$ cat config.mk
export PLATFORM = sky130hd
export DESIGN_NAME = elevatorController
export DESIGN_NICKNAME = d
export VERILOG_FILES = /design/src/logic/carPkg.sv /design/src/logic/panelPkg.sv /design/src/logic/buttonPanel.sv /design/src/logic/landingStation.sv /design/src/logic/travelScheduler.sv /design/src/logic/doorTimer.sv /design/src/logic/elevatorController.sv
export SDC_FILE = /design/constraint.sdc
export NUM_CORES = 1
export LEC_CHECK = 0
export BUFFER_PORTS_ARGS = -buffer_cell sky130_fd_sc_hd__buf_2
export CORE_MARGIN = 4
export CORE_UTILIZATION = 62
export CTS_BUF_LIST = sky130_fd_sc_hd__clkbuf_2
export DETAILED_ROUTE_END_ITERATION = 6
export PLACE_DENSITY_LB_ADDON = 0.3
export SETUP_SLACK_MARGIN = 0.1
export SYNTH_ARGS = -nofsm -noshare
export SYNTH_HDL_FRONTEND = slang
export SYNTH_SLANG_ARGS = --single-unit
$ cat constraint.sdc
create_clock -name clk -period 4.9 [get_ports clk]
set_clock_uncertainty 0.2 [all_clocks]
set_input_delay 1.225 -clock clk [delete_from_list [all_inputs] [get_ports clk]]
set_output_delay 1.225 -clock clk [all_outputs]
set_load 0.02 [all_outputs]
$ cat src/logic/carPkg.sv
package carPkg;

	localparam int PosWidth = 3; // half-step count 0..6
	localparam int CountWidth = 4;

	localparam logic [CountWidth-1:0] DwellCycles = 4'd5; // door may close from here on
	localparam logic [CountWidth-1:0] CloseEarlyCycles = 4'd3; // earliest Dclose shortcut

	typedef enum logic [1:0] {
		IDLE = 2'b00,
		UP = 2'b01,
		DOWN = 2'b10
	} direction_e;

	typedef enum logic {
		CLOSED = 1'b0,
		OPEN = 1'b1
	} doorState_e;

	typedef struct packed {
		logic [PosWidth-2:0] landing; // landing at or just below the car
		logic between; // set while between two landings
	} posSplit_s;

	// one position word, read either as a count or as landing plus between bit
	typedef union packed {
		logic [PosWidth-1:0] raw;
		posSplit_s split;
	} carPos_u;

endpackage

$ cat src/logic/panelPkg.sv
package panelPkg;

	// buttons that belong to one landing
	typedef struct packed {
		logic hallUp;
		logic hallDown;
		logic car; // button inside the car for this landing
	} landingButtons_s;

	// latched calls seen from the car position
	typedef struct packed {
		logic here; // call at the landing the car stands at
		logic above;
		logic below;
	} requestSummary_s;

endpackage

$ cat src/logic/buttonPanel.sv
`timescale 1ns/100ps

module buttonPanel #(
	parameter int NumLandings = 4
) (
	input logic F1,
	input logic F2,
	input logic F3,
	input logic F4,
	input logic F1up,
	input logic F2down,
	input logic F2up,
	input logic F3down,
	input logic F3up,
	input logic F4down,
	output panelPkg::landingButtons_s buttons [NumLandings]
);

	logic [3:0] carBits;
	logic [3:0] upBits;
	logic [3:0] downBits;

	assign carBits = {F4, F3, F2, F1};
	assign upBits = {1'b0, F3up, F2up, F1up}; // no up call at the top landing
	assign downBits = {F4down, F3down, F2down, 1'b0}; // no down call at the bottom

	// one regular struct per landing for the station array
	for (genvar i = 0; i < NumLandings; i++) begin : g_landing
		assign buttons[i] = '{
			hallUp: upBits[i],
			hallDown: downBits[i],
			car: carBits[i]
		};
	end

endmodule

$ cat src/logic/landingStation.sv
`timescale 1ns/100ps

module landingStation #(
	parameter int LandingIndex = 0
) (
	input logic clk,
	input logic reset,
	input panelPkg::landingButtons_s buttons,
	input carPkg::carPos_u carPos,
	input logic serve,
	input logic aboveIn,
	input logic belowIn,
	output logic here,
	output logic aboveOut,
	output logic belowOut
);

	panelPkg::landingButtons_s calls;
	logic pending;
	logic atLanding;
	logic isAbove;
	logic isBelow;

	always_ff @(posedge clk) begin
		if (reset || serve) begin
			calls <= '0; // serving the landing drops every call bit
		end else begin
			calls <= calls | buttons;
		end
	end

	assign pending = |calls;

	// a car between landings counts as above the lower one
	assign atLanding = (LandingIndex == int'(carPos.split.landing)) && !carPos.split.between;
	assign isAbove = LandingIndex > int'(carPos.split.landing);
	assign isBelow = !isAbove && !atLanding;

	assign here = atLanding && pending;
	assign aboveOut = aboveIn || (isAbove && pending);
	assign belowOut = belowIn || (isBelow && pending);

endmodule

$ cat src/logic/travelScheduler.sv
`timescale 1ns/100ps

module travelScheduler #(
	parameter int NumLandings = 4
) (
	input logic clk,
	input logic reset,
	input panelPkg::requestSummary_s requests,
	input logic Emergency,
	input logic doorOpen,
	output carPkg::carPos_u carPos,
	output carPkg::direction_e state,
	output logic [NumLandings-1:0] serve,
	output logic arrive,
	output logic holdOpen
);

	carPkg::direction_e heading; // last travel direction, kept across stops
	carPkg::direction_e pick;
	logic atLanding;

	assign atLanding = !carPos.split.between;

	// emergency stops at the next landing reached
	assign holdOpen = Emergency && atLanding;
	assign arrive = atLanding && !doorOpen && (requests.here || Emergency);

	// collective rule, the current heading wins while calls lie ahead
	always_comb begin
		if (heading == carPkg::DOWN) begin
			if (requests.below)
				pick = carPkg::DOWN;
			else if (requests.above)
				pick = carPkg::UP;
			else
				pick = carPkg::IDLE;
		end else begin
			if (requests.above)
				pick = carPkg::UP;
			else if (requests.below)
				pick = carPkg::DOWN;
			else
				pick = carPkg::IDLE;
		end
	end

	always_ff @(posedge clk) begin
		if (reset) begin
			carPos.raw <= '0;
			state <= carPkg::IDLE;
			heading <= carPkg::UP;
		end else if (!atLanding) begin
			// always finish the half-step in progress
			if (state == carPkg::DOWN)
				carPos.raw <= carPos.raw - 1'b1;
			else
				carPos.raw <= carPos.raw + 1'b1;
		end else if (arrive || doorOpen) begin
			state <= carPkg::IDLE; // stopped with the door opening or open
		end else begin
			state <= pick;
			if (pick != carPkg::IDLE)
				heading <= pick;
			if (pick == carPkg::UP)
				carPos.raw <= carPos.raw + 1'b1;
			else if (pick == carPkg::DOWN)
				carPos.raw <= carPos.raw - 1'b1;
		end
	end

	// clear the served landing, or all of them on emergency
	always_comb begin
		for (int i = 0; i < NumLandings; i++) begin
			serve[i] = holdOpen ||
				(doorOpen && atLanding && (int'(carPos.split.landing) == i));
		end
	end

endmodule

$ cat src/logic/doorTimer.sv
`timescale 1ns/100ps

module doorTimer (
	input logic clk,
	input logic reset,
	input logic arrive,
	input logic holdOpen,
	input logic Dsensor,
	input logic Dopen,
	input logic Dclose,
	output logic doorOpen
);

	carPkg::doorState_e door;
	logic [carPkg::CountWidth-1:0] count;

	always_ff @(posedge clk) begin
		if (reset) begin
			door <= carPkg::CLOSED;
			count <= '0;
		end else if (holdOpen) begin
			door <= carPkg::OPEN; // emergency, dwell does not start yet
			count <= '0;
		end else if (door == carPkg::CLOSED) begin
			if (arrive || Dopen) begin
				door <= carPkg::OPEN;
				count <= '0;
			end
		end else if (count >= carPkg::DwellCycles) begin
			// doorway sensor keeps the door open
			if (!Dsensor)
				door <= carPkg::CLOSED;
		end else if (Dclose && count >= carPkg::CloseEarlyCycles) begin
			count <= carPkg::DwellCycles; // skip the rest of the dwell
		end else begin
			count <= count + 1'b1;
		end
	end

	assign doorOpen = (door == carPkg::OPEN);

endmodule

$ cat src/logic/elevatorController.sv
`timescale 1ns/100ps

module elevatorController #(
	parameter int NumLandings = 4
) (
	input logic clk,
	input logic reset,
	input logic Dsensor,
	input logic Emergency,
	input logic Dopen,
	input logic Dclose,
	input logic F1,
	input logic F2,
	input logic F3,
	input logic F4,
	input logic F1up,
	input logic F2down,
	input logic F2up,
	input logic F3down,
	input logic F3up,
	input logic F4down,
	output carPkg::direction_e state,
	output logic [carPkg::PosWidth-1:0] floor,
	output logic doorOpen
);

	panelPkg::landingButtons_s buttons [NumLandings];
	panelPkg::requestSummary_s requests;
	carPkg::carPos_u carPos;
	logic [NumLandings-1:0] serve;
	logic [NumLandings-1:0] hereBits;
	logic [NumLandings:0] aboveChain; // ripples from the top landing down
	logic [NumLandings:0] belowChain; // ripples from landing 0 up
	logic arrive;
	logic holdOpen;
	logic dopenIdle;

	buttonPanel #(
		.NumLandings(NumLandings)
	) i_buttonPanel (
		.F1(F1),
		.F2(F2),
		.F3(F3),
		.F4(F4),
		.F1up(F1up),
		.F2down(F2down),
		.F2up(F2up),
		.F3down(F3down),
		.F3up(F3up),
		.F4down(F4down),
		.buttons(buttons)
	);

	assign aboveChain[NumLandings] = 1'b0;
	assign belowChain[0] = 1'b0;

	for (genvar i = 0; i < NumLandings; i++) begin : g_station
		landingStation #(
			.LandingIndex(i)
		) i_landingStation (
			.clk(clk),
			.reset(reset),
			.buttons(buttons[i]),
			.carPos(carPos),
			.serve(serve[i]),
			.aboveIn(aboveChain[i+1]),
			.belowIn(belowChain[i]),
			.here(hereBits[i]),
			.aboveOut(aboveChain[i]),
			.belowOut(belowChain[i+1])
		);
	end

	assign requests = '{
		here: |hereBits,
		above: aboveChain[0],
		below: belowChain[NumLandings]
	};

	travelScheduler #(
		.NumLandings(NumLandings)
	) i_travelScheduler (
		.clk(clk),
		.reset(reset),
		.requests(requests),
		.Emergency(Emergency),
		.doorOpen(doorOpen),
		.carPos(carPos),
		.state(state),
		.serve(serve),
		.arrive(arrive),
		.holdOpen(holdOpen)
	);

	// Dopen only counts while the car rests with nothing to travel to
	assign dopenIdle = Dopen && (state == carPkg::IDLE) && !requests.above && !requests.below;

	doorTimer i_doorTimer (
		.clk(clk),
		.reset(reset),
		.arrive(arrive),
		.holdOpen(holdOpen),
		.Dsensor(Dsensor),
		.Dopen(dopenIdle),
		.Dclose(Dclose),
		.doorOpen(doorOpen)
	);

	assign floor = carPos.raw;

endmodule

==> results of run 1 <==
-- metal layers --
layer	global-route usage, %	part of all wire, %	up-vias
met5	0	0	-
met4	8.94	0.83	0
met3	5.07	4.4	4
met2	38.6	54	36
met1	24.0	41	549
li1	-	-	573
-- Yosys cell counts (all sizes together) (3+ instances only) --
cell type	n
o31ai	4
ha	5
a31oi	5
nand2b	3
dfxtp	22
inv	7
o21a	8
nor2	16
nand2	6
nand3	5
o21ai	9
nor3	5
a21oi	8
buf	5
o22ai	3
a211oi	3
-- through the flow --
stage	worst slack [ns]	util (%)	hold WS (ns)	total power, mW	cell area [um2]
after floorplan	2.54	-	0.229	0.291	1270
after CTS	2.26	70.0	0.291	0.384	1370
after detailed placement	2.33	69.0	0.249	0.313	1350
final	2.25	70.0	0.290	0.385	1370
after global placement	2.39	69.0	0.236	0.307	1350
after global routing	2.15	70.0	0.321	0.405	1370
-- power by group through the flow --
stage / Sequential [mW] / Combinational, mW / Clock [mW]
after floorplan: 0.205 / 0.0866 / 0
after global placement: 0.208 / 0.0995 / 0
after detailed placement: 0.209 / 0.105 / 0
after CTS: 0.205 / 0.105 / 0.0743
after global routing: 0.208 / 0.115 / 0.0825
final: 0.205 / 0.105 / 0.0749
-- sequential cells by signal, summed over array words and instances (netlist names) --
| register | count |
|---|---|
| i_doorTimer.doorOpen | 1 |
| i_travelScheduler.state | 2 |
| g_station.i_landingStation.calls | 10 |
| i_travelScheduler.carPos | 3 |
| i_doorTimer.count | 4 |
| i_travelScheduler.heading | 2 |
-- logic make-up after synthesis --
kind of cell | Yosys count | share of synthesized area, %
AOI/OAI and AO/OA | 52 | 29.0
xor gates and xnor gates | 3 | 2.06
adders and majority gates | 5 | 4.91
buffers and inverters | 13 | 6.77
DFF | 22 | 34.5
muxes | 1 | 0.785
and+or+nand+nor | 49 | 22.0
-- cells in the final DEF (no fill, tap or decap), types with 3 or more instances in the layout --
cell,instances
sky130_fd_sc_hd__o21ai_0,9
sky130_fd_sc_hd__nand2b_1,3
sky130_fd_sc_hd__nor2_1,16
sky130_fd_sc_hd__a21oi_1,8
sky130_fd_sc_hd__nor3_1,4
sky130_fd_sc_hd__dfxtp_1,22
sky130_fd_sc_hd__inv_1,6
sky130_fd_sc_hd__nand2_1,6
sky130_fd_sc_hd__nand3_1,4
sky130_fd_sc_hd__buf_2,21
sky130_fd_sc_hd__ha_1,5
sky130_fd_sc_hd__o22ai_1,3
sky130_fd_sc_hd__o21a_1,8
sky130_fd_sc_hd__o31ai_1,4
sky130_fd_sc_hd__clkbuf_2,3
sky130_fd_sc_hd__a31oi_1,5
-- worst paths after layout --
path / startpoint / cells after the start / endpoint / slack [ns]
worst min register to register: g_station[2].i_landingStation.calls[0] / 1 / g_station[2].i_landingStation.calls[0] / 0.29
worst max-delay path: i_travelScheduler.carPos[0] / 1 / floor[0] / 2.25
worst min-delay path: g_station[2].i_landingStation.calls[0] / 1 / g_station[2].i_landingStation.calls[0] / 0.29
worst max register to register: i_travelScheduler.carPos[2] / 6 / i_travelScheduler.carPos[1] / 2.77
-- area by class of cell --
type / count / area, um2
flip-flops and latches: 22 / 440
clock inverters: 1 / 3.75
clock buffers: 3 / 15.0
well taps: 27 / 33.8
multi-input cells: 110 / 748
fillers: 166 / 589
inverters: 7 / 26.3
repair buffers: 21 / 105
==> impl.org, run 1 <==
** Cells and area
- Relative to the synthesized area, the layout overhead comes to 7.65%.
- Layout cells sized above 1 :: 23.8%
- The finished layout holds 191 standard cells, fillers aside.
- The net count of the finished layout is 186.
- Antenna cells :: 0

** Synth
- Counting flops and latches in the post-synthesis netlist gives 22.
- Of the synthesized area, sequential elements account for 34.5%.
- In the post-synthesis netlist, the biggest area contributors are sky130_fd_sc_hd__dfxtp_1 35%, sky130_fd_sc_hd__ha_1 4.9%, sky130_fd_sc_hd__nor2_1 4.7%.
- Number of flops mapped to enable cells by yosys :: 0
- The number of nets handed over by synthesis was 166.
- Counting distinct cell types in the post-synthesis netlist gives 49.
- During synthesis, Yosys emitted a total of 0 warnings.
- The biggest area contributor in the post-synthesis netlist is sky130_fd_sc_hd__dfxtp_1.
- A synthesized cell averages 8.79 um2.
- Proportion of synthesized flip-flops having asynchronous set or reset :: 0%
- The cell count after synthesis came out at 145.
- Cell area after synthesis :: 0.00127 mm2
- The most used flip-flop cell after synthesis is sky130_fd_sc_hd__dfxtp_1.
- Of the post-synthesis cell area, the dominant cell type holds 34.5%.

** Clock network
- Post-CTS timing repair inserted 0 buffers for setup.
- In this run, post-CTS repair resized a total of 0 instances.
- Clock tree from TritonCTS :: yes
- Number of buffers added by the clock tree synthesis step :: 3
- After clock tree synthesis, the clock-pin slew on the worst setup and hold paths is 0.22 ns.
- Hold repair after CTS inserted 0 buffers.
- Clock tree synthesis selected as its root buffer the cell sky130_fd_sc_hd__clkbuf_2.
- Clock latency on the worst-skew pair, taken at its later pin, is 0.34 ns.
- Clock Sink Count :: 22
- Maximum buffer depth of the clock tree :: 2
- In this run the number of H-tree levels came out at 1.

** GRT
- Residual overflow from global routing :: 0
- Wire length of the first global-routing pass :: 4550 um
- Entering global routing, the biggest net connects 14 pins.
- Global routing consumed, over all layers together, 21.6% of the routing resources.
- Antenna violations before repair :: 0
- The via count of the first global-routing pass was 1097.

** Timing
- Setup violations remaining at the end of the flow were counted as 0.
- For the final routed database, the setup TNS stands at 0 ns.
- Dividing the final minimum period by the clock period gives 54.0%.
- At the pin with the least slew margin, the transition time is 0.455 ns.
- Slew Limit Fails :: 0
- Headroom to the max-slew limit came out at 69.3%.
- Fin crit period :: 2.65 ns
- Maximum achievable frequency :: 378 MHz
- The final hold violation count was 0.
- Setup repair after global routing left no endpoint under its margin.

** Floorplan
- 22 I/O pins were placed.
- Die Footprint :: 0.00285 mm2
- X dimension of the die :: 53.3 um
- Die Y :: 53.3 um
- In this run the core area contains 16 standard-cell rows.
- Core footprint :: 0.00196 mm2
- Initial cell density of the core :: 65.0%

** Route
- The detailed router finished its first iteration with 22 violations.
- Vias :: 1162
- First-pass detailed-route iteration total :: 4
- Using the TritonRoute via totals, the vias-per-cell ratio works out to 6.08.
- The count of nets left with antenna violations once routing finished came out at 0.
- The final layout contains routed wiring with a total length of 2770 um.
- After detailed routing, the number of remaining DRC violations is 0.
- Dividing the detail-routed wire length by the instance count gives 14.5 um.

** Worst setup path
- Biggest cell delay along the critical path :: 0.63 ns
- Startpoint Class :: flip-flop
- Critical Path End Type :: output pin
- The worst setup path is of the reg -> out kind.
- The critical path goes through buf_2.
- The slowest stage of the critical path is the sky130_fd_sc_hd__dfxtp_1 cell.
- Along the worst path, the maximum fanout reaches 13.
- Combined buffer and inverter count along the critical path :: 1
- Kind of cell adding the most delay to the critical path :: flip-flops
- Data required time of the worst path :: 3.47 ns
- Data on the critical path arrives at its endpoint at 1.22 ns.

** Power
- The analysis attributes to cell leakage a power of 0.550 nW.
- Combinational logic is responsible for 27.4% of the overall power.
- The internal portion of the total power is 251 uW.
- For this design the total switching power over the nets is 134 uW.
- Peak ir drop on the vdd network :: 0.175 mV
- Switching Fraction :: 34.8%
- In this run the power density over the cells is 281 mW/mm2.
- Clock power share :: 19.4%
- Sequential cells account for 53.2% of the total power.

** Flow run
- Maxcap violations :: 0

** Placement
- The HPWL after detailed placement is 2210 um.
- The congestion estimate from routability-driven global placement came to 0.872.
- The count of buffers added on input and output ports is 21.
- Total placed cells including tap cells :: 187

** Worst hold path
- The tightest min-delay check is of the reg -> reg type.

** Status
- The flow ran to the end, and the final reports show no timing, DRC or antenna violations.
(Power assumes the default switching activity.)
==> run 2, diff against run 1 <==
- CORE_UTILIZATION: 62 -> 52
- clock period: 4.9 -> 2.15 ns (I/O delays scaled with it)
==> run 2 against run 1 <==
Effect of this change:
- via count increased by 4.7%
- power rose by 140%
- sequential share of layout area fell by 1.0 points
- highest routed layer unchanged
- utilization shrank 6.2 points
==> impl.org, run 2 (synthesized netlist as in run 1, its figures left out) <==
** Status
- The run finished with clean final reports.

** Worst hold path
- Class of the tightest hold or removal check :: in -> reg
- Startpoint of the most critical hold path :: F2down

** Worst setup path
- For the worst setup path, the data arrival time is 2.06 ns.
- The setup check on the worst reg-to-reg path leaves a slack of 0.13 ns.
- For the worst flop-to-flop path, the logic depth is 7.
- The worst register-to-register path begins at g_station[1].i_landingStation.calls[1].
- Startpoint Class :: flip-flop
- Of all nets on the critical path, the largest fanout is 7.
- The critical path is of the reg -> reg type.
- The worst setup path is captured at a flip-flop.
- End of the critical path :: i_travelScheduler.carPos[1]
- Data required time of the worst path :: 2.19 ns
- The most critical setup path has its startpoint at g_station[1].i_landingStation.calls[1].
- The endpoint identified for the worst register-to-register timing path is i_travelScheduler.carPos[1].

** Timing
- Setup repair after global routing missed its margin :: yes
- The count of pins over their slew limit was 0.
- Final hold violation count :: 0
- Final setup violation count :: 0
- Part of the cycle the worst path needs :: 93.8%
- Fin crit period :: 2.02 ns
- For the pin with the worst max-slew slack, the measured transition is 0.577 ns.
- Derived from the worst setup path, the maximum achievable clock frequency is 496 MHz.
- Relative max-transition margin :: 61.5%
- In the final timing run, aggregate negative setup slack is 0 ns.
- Setup ws final :: 0.134 ns

** Route
- After detailed routing, the wire length on met1 is 1320 um.
- Residual DRC :: 0
- In the final routed layout, each cell accounts on average for 16.2 um.
- Final WL :: 3210 um
- Detailed-route vias per instance :: 6.15
- Met2 wire length :: 1620 um
- In this run, the number of DRC markers left after iteration 0 of detailed routing was 62.
- The count of nets left with antenna violations once routing finished came out at 0.
- First-pass detailed-route iteration total :: 4
- Summed over all nets, wire length on met3 after detailed routing comes to 218 um.
- Signal routing reaches up to met4.
- Vias :: 1217

** Clock network
- The clock passes through at most 2 buffers.
- Number of buffers added by the clock tree synthesis step :: 3
- Clock tree from TritonCTS :: yes
- Root buffer cell :: sky130_fd_sc_hd__clkbuf_2
- Clock transition at the registers of the reported paths :: 0.21 ns
- Maximum level of the CTS H-tree :: 1
- Cts-stage hold buffer count :: 0
- Clock latency on the worst-skew pair :: 0.34 ns
- Clock Sink Count :: 22

** Placement
- In this run the cell area measured after placement is 0.00139 mm2.
- Final Wtd Congestion :: 0.832
- Worst setup slack after placement :: 0.0852 ns
- Dpl hpwl :: 2270 um
- Buffers placed on the I/O ports in this run total 21.

** Cells and area
- Counting the fill cells in the layout gives 205.
- More flip-flops sit in one register than any other, and that register is g_station.i_landingStation.calls.
- Most frequent standard cell in the layout excluding fill and tap cells :: sky130_fd_sc_hd__buf_2
- The final layout contains 192 nets.
- Compared with the post-synthesis result, the final layout area differs by 13.7%.
- The finished cells cover 0.00145 mm2.
- Antenna cells :: 0
- Layout cells sized above 1 :: 31.8%
- Commonest non-fill, non-tap cells in the layout :: 21 x sky130_fd_sc_hd__buf_2, 18 x sky130_fd_sc_hd__dfxtp_1, 15 x sky130_fd_sc_hd__nor2_1
- Flip-flop count of the largest register, all copies and words added :: 10
- Top flop regs :: g_station.i_landingStation.calls (10), i_doorTimer.count (4), i_travelScheduler.carPos (3)
- Cells fill 63.7% of the core in the end.

** Power
- Leakage :: 0.590 nW
- Peak ir drop on the vdd network :: 0.465 mV
- For this design the ratio of total power to cell area is 635 mW/mm2.

** GRT
- The via count of the first global-routing pass was 1188.
- Antenna violations before repair :: 0
- GRT Total Usage :: 19.2%
- The first global-routing pass estimated 5180 um of wire.
- Residual overflow from global routing :: 0
- Maximum number of pins on one net before global-route repair :: 13

** Floorplan
- During I/O placement, the number of pins put on the boundary was 22.
- X dimension of the die :: 57.5 um
- Once the floorplan was initialized, standard cells occupied 56.0% of the core.
- The floorplan step defined a die boundary enclosing 0.00331 mm2.
- After floorplanning, the core was sized to cover 0.00228 mm2.
- Total number of placement rows :: 17
- In this run the vertical extent of the chip is 57.5 um.

** Flow run
- Maxcap violations :: 0
run 2: cell count changes in the layout (fill, tap and decap cells not counted), sizes merged:
cell    change
clkbuf      +1
buf         +5
run 2: layout make-up:
type	count	area, um2	share of cell area [%]
multi-input cells	110	772	53.2
flip-flops and latches	22	450	31.1
repair buffers	27	148	10.2
well taps	28	35.0	2.42
inverters	7	26.3	1.81
clock buffers	3	15.0	1.04
clock inverters	1	3.75	0.259
run 2: per-stage QoR:
| step | power [mW] | hold slack, ns | instances |
|---|---|---|---|
| after global routing | 0.967 | 0.165 | 198 |
| final | 0.921 | 0.173 | 198 |
| after floorplan | 0.664 | 0.229 | 145 |
| after global placement | 0.715 | 0.236 | 192 |
| after CTS | 0.899 | 0.165 | 196 |
| after detailed placement | 0.727 | 0.246 | 192 |
run 2: power breakdown:
group	total, mW	leakage [nW]	switching, mW	internal (mW)
Clock	0.173	0.0140	0.133	0.0404
Sequential	0.468	0.182	0.0343	0.433
Combinational	0.281	0.394	0.163	0.117
Total	0.921	0.590	0.331	0.591
run 2: critical path, stage by stage (launching register included):
cell and delay [ns]:
sky130_fd_sc_hd__dfxtp_1 0.37, sky130_fd_sc_hd__nor3_2 0.30, sky130_fd_sc_hd__buf_4 0.20, sky130_fd_sc_hd__o32a_2 0.17, sky130_fd_sc_hd__nand4_4 0.16, sky130_fd_sc_hd__o22ai_1 0.20, sky130_fd_sc_hd__nor3b_1 0.26, sky130_fd_sc_hd__a211oi_2 0.07
run 2: layer usage:
metal	up-vias	global-route usage, %
met5	-	0
met3	8	4.30
met1	563	22.3
li1	589	-
met2	57	33.9
met4	0	7.62
run 2: worst min-delay path by stage:
stage,end,slack (ns),cells after the start
after global routing,g_station[1].i_landingStation.calls[0],0.17,2
after floorplan,g_station[2].i_landingStation.calls[2],0.23,1
final,g_station[1].i_landingStation.calls[1],0.17,2
after global placement,g_station[2].i_landingStation.calls[1],0.24,1
after CTS,g_station[1].i_landingStation.calls[1],0.16,2
after detailed placement,g_station[2].i_landingStation.calls[1],0.25,1
run 2: repair_timing:
action | CTS | global route
hold endpoints to repair | 0 | 0
setup endpoints to repair | 2 | 9
gates resized for setup | 2 | 10
buffers inserted | 0 | 2
pin swaps | 0 | 1
==> run 3, diff against run 2 <==
- RECOVER_POWER: unset -> 25
==> run 3 against run 2 <==
Effect of this change:
- clock power about the same
- routed wire length unchanged
- via count unchanged
- setup slack lost 0.045 ns
- sequential power is essentially flat
- largest cell class unchanged
- largest power group unchanged
==> impl.org, run 3 (synthesized netlist as in run 1, its figures left out) <==
** Timing
- The count of pins over their slew limit was 0.
- Relative max-transition margin :: 61.5%
- Setup repair after global routing missed its margin :: yes
- Static timing analysis puts the maximum clock frequency at 485 MHz.
- The worst path uses 95.9% of the clock period.
- For the finished layout, the period the worst path requires is 2.06 ns.
- Setup violations remaining at the end of the flow were counted as 0.
- Final hold violation count :: 0
- In the final timing run, aggregate negative setup slack is 0 ns.
- At the pin with the least slew margin, the transition time is 0.577 ns.

** Cells and area
- Final Net Count :: 192
- Counting flops per register, the top entry is g_station.i_landingStation.calls.
- The largest registers in the layout are g_station.i_landingStation.calls (10), i_doorTimer.count (4), i_travelScheduler.carPos (3).
- Flip-flop count of the largest register, all copies and words added :: 10
- Of the cells placed in the final design, the portion with a size suffix greater than 1 is 30.6%.
- Cells fill 63.6% of the core in the end.
- The library cells used most frequently in the layout, excluding fill and tap cells, are 20 x sky130_fd_sc_hd__buf_2, 19 x sky130_fd_sc_hd__dfxtp_1, 15 x sky130_fd_sc_hd__nor2_1.
- Fillcell total :: 207
- The library cell used most frequently in the layout, excluding fill and tap cells, is sky130_fd_sc_hd__buf_2.
- 0 antenna diodes ended up in the layout.
- Compared with the post-synthesis result, the final layout area differs by 13.5%.

** Placement
- The HPWL after detailed placement is 2270 um.
- The count of buffers added on input and output ports is 21.
- Final Wtd Congestion :: 0.832

** GRT
- The first global-routing pass estimated 5180 um of wire.
- The via count of the first global-routing pass is 1188.
- Maximum number of pins on one net before global-route repair :: 13
- Summed over all layers, the global routing overflow is 0.
- GRT Total Usage :: 19.2%
- The number of antenna violations at the first check in global routing was 0.

** Power
- The analysis attributes to cell leakage a power of 0.585 nW.
- For this design the ratio of total power to cell area is 636 mW/mm2.
- Peak ir drop on the vdd network :: 0.465 mV

** Worst setup path
- Critical Path End Type :: flip-flop
- Tracing the worst setup path back leads to its startpoint at i_travelScheduler.carPos[0].
- Worst R2R Start :: i_travelScheduler.carPos[0]
- Type of the worst setup path :: reg -> reg
- Data required time of the worst path :: 2.22 ns
- Counting both buffers and inverters, the worst setup path holds a total of 0.
- The slowest stage of the critical path belongs to the cell sky130_fd_sc_hd__dfxtp_1.
- For the worst setup path, the data arrival time is 2.14 ns.
- Broken down by cell family, the worst path's largest delay share belongs to simple AND/OR/NAND/NOR gates.
- Biggest cell delay along the critical path :: 0.46 ns
- Startpoint Class :: flip-flop
- In this run the worst path has a maximum fanout of 9.
- Series of cell instances along the critical path :: or2_1 -> or3_4 -> nand4_4 -> o22ai_1 -> nor3b_1 -> a211oi_2

** Flow run
- Across the run, the number of max-cap violations was 0.

** Clock network
- Root buffer cell :: sky130_fd_sc_hd__clkbuf_2
- After clock tree synthesis, the flow added hold-fix buffers numbering 0.
- Maximum level of the CTS H-tree :: 1
- Clock tree synthesis inserted a total of 3 buffers.
- Clock transition at the registers of the reported paths :: 0.21 ns
- The longest clock path from root to sink contains 2 buffers.
- CTS saw 22 sinks.
- Clock latency on the worst-skew pair :: 0.34 ns
- TritonCTS built the clock tree.

** Route
- The detail route stage leaves a number of antenna-violating nets equal to 0.
- The routed design has 3210 um of wire.
- Number of DRC markers in iteration 0 :: 62
- Dividing the detail-routed via count by the number of cells gives 6.15.
- Residual DRC :: 0
- Dividing the detail-routed wire length by the instance count gives 16.2 um.
- Top layer used by detailed routing :: met4
- Met2 wire length :: 1620 um
- The first TritonRoute pass finished after 4 iterations.
- Length of routed wiring on met1 :: 1320 um
- Vias :: 1217
- Metal3 WL :: 218 um

** Floorplan
- After floorplanning, the core was divided into 17 placement rows.
- Die Footprint :: 0.00331 mm2
- I/O pin count :: 22
- Core footprint :: 0.00228 mm2
- The die is 57.5 um wide.
- Die Y :: 57.5 um
- Initial cell density of the core :: 56.0%

** Worst hold path
- Startpoint of the most critical hold path :: F2down
- The worst hold path belongs to the class in -> reg.

** Status
- The run finished with clean final reports.
## run 3: worst paths after layout
kind	end	slack, ns	cells after the start
worst max register to register	i_travelScheduler.carPos[1]	0.09	6
worst max-delay path	i_travelScheduler.carPos[1]	0.09	6
worst min register to register	i_travelScheduler.state[0]	0.31	2
worst min-delay path	g_station[1].i_landingStation.calls[1]	0.17	2
## run 3: routing by layer
metal,track usage [%],up-vias
met1,22.3,563
met3,4.30,8
met4,7.62,0
met2,33.9,57
met5,0,-
li1,-,589
## run 3: report_power, final
part | total [mW] | internal [mW] | switching (mW)
logic | 0.281 | 0.117 | 0.163
registers | 0.467 | 0.433 | 0.0343
clock network | 0.173 | 0.0404 | 0.133
## run 3: final cells by class
cell class              instances  area [um2]  area share (%)
multi-input cells             110         772            53.3
flip-flops and latches         22         449            31.0
repair buffers                 27         146            10.1
well taps                      28        35.0            2.42
inverters                       7        26.3            1.82
clock buffers                   3        15.0            1.04
clock inverters                 1        3.75           0.259
## run 3: per-stage QoR
step / hold slack (ns) / instances / instance area (um2) / worst slack (ns) / total power [mW]
final: 0.173 / 198 / 1450 / 0.0890 / 0.921
after global routing: 0.165 / 198 / 1450 / 0.0411 / 0.966
after CTS: 0.165 / 196 / 1410 / 0.0992 / 0.899
after detailed placement: 0.246 / 192 / 1390 / 0.0852 / 0.727
after global placement: 0.236 / 192 / 1390 / 0.141 / 0.715
after floorplan: 0.229 / 145 / 1270 / 0.107 / 0.664
## run 3: worst reg2reg max path: stages (launching register included)
cell and delay (ns):
sky130_fd_sc_hd__dfxtp_1 0.46, sky130_fd_sc_hd__or2_1 0.30, sky130_fd_sc_hd__or3_4 0.41, sky130_fd_sc_hd__nand4_4 0.16
sky130_fd_sc_hd__o22ai_1 0.10, sky130_fd_sc_hd__nor3b_1 0.17, sky130_fd_sc_hd__a211oi_2 0.20
## run 3: what timing repair did
item	CTS	global route
setup endpoints to repair	2	9
resized for setup	2	10
buffers inserted	0	2
pin swaps	0	1
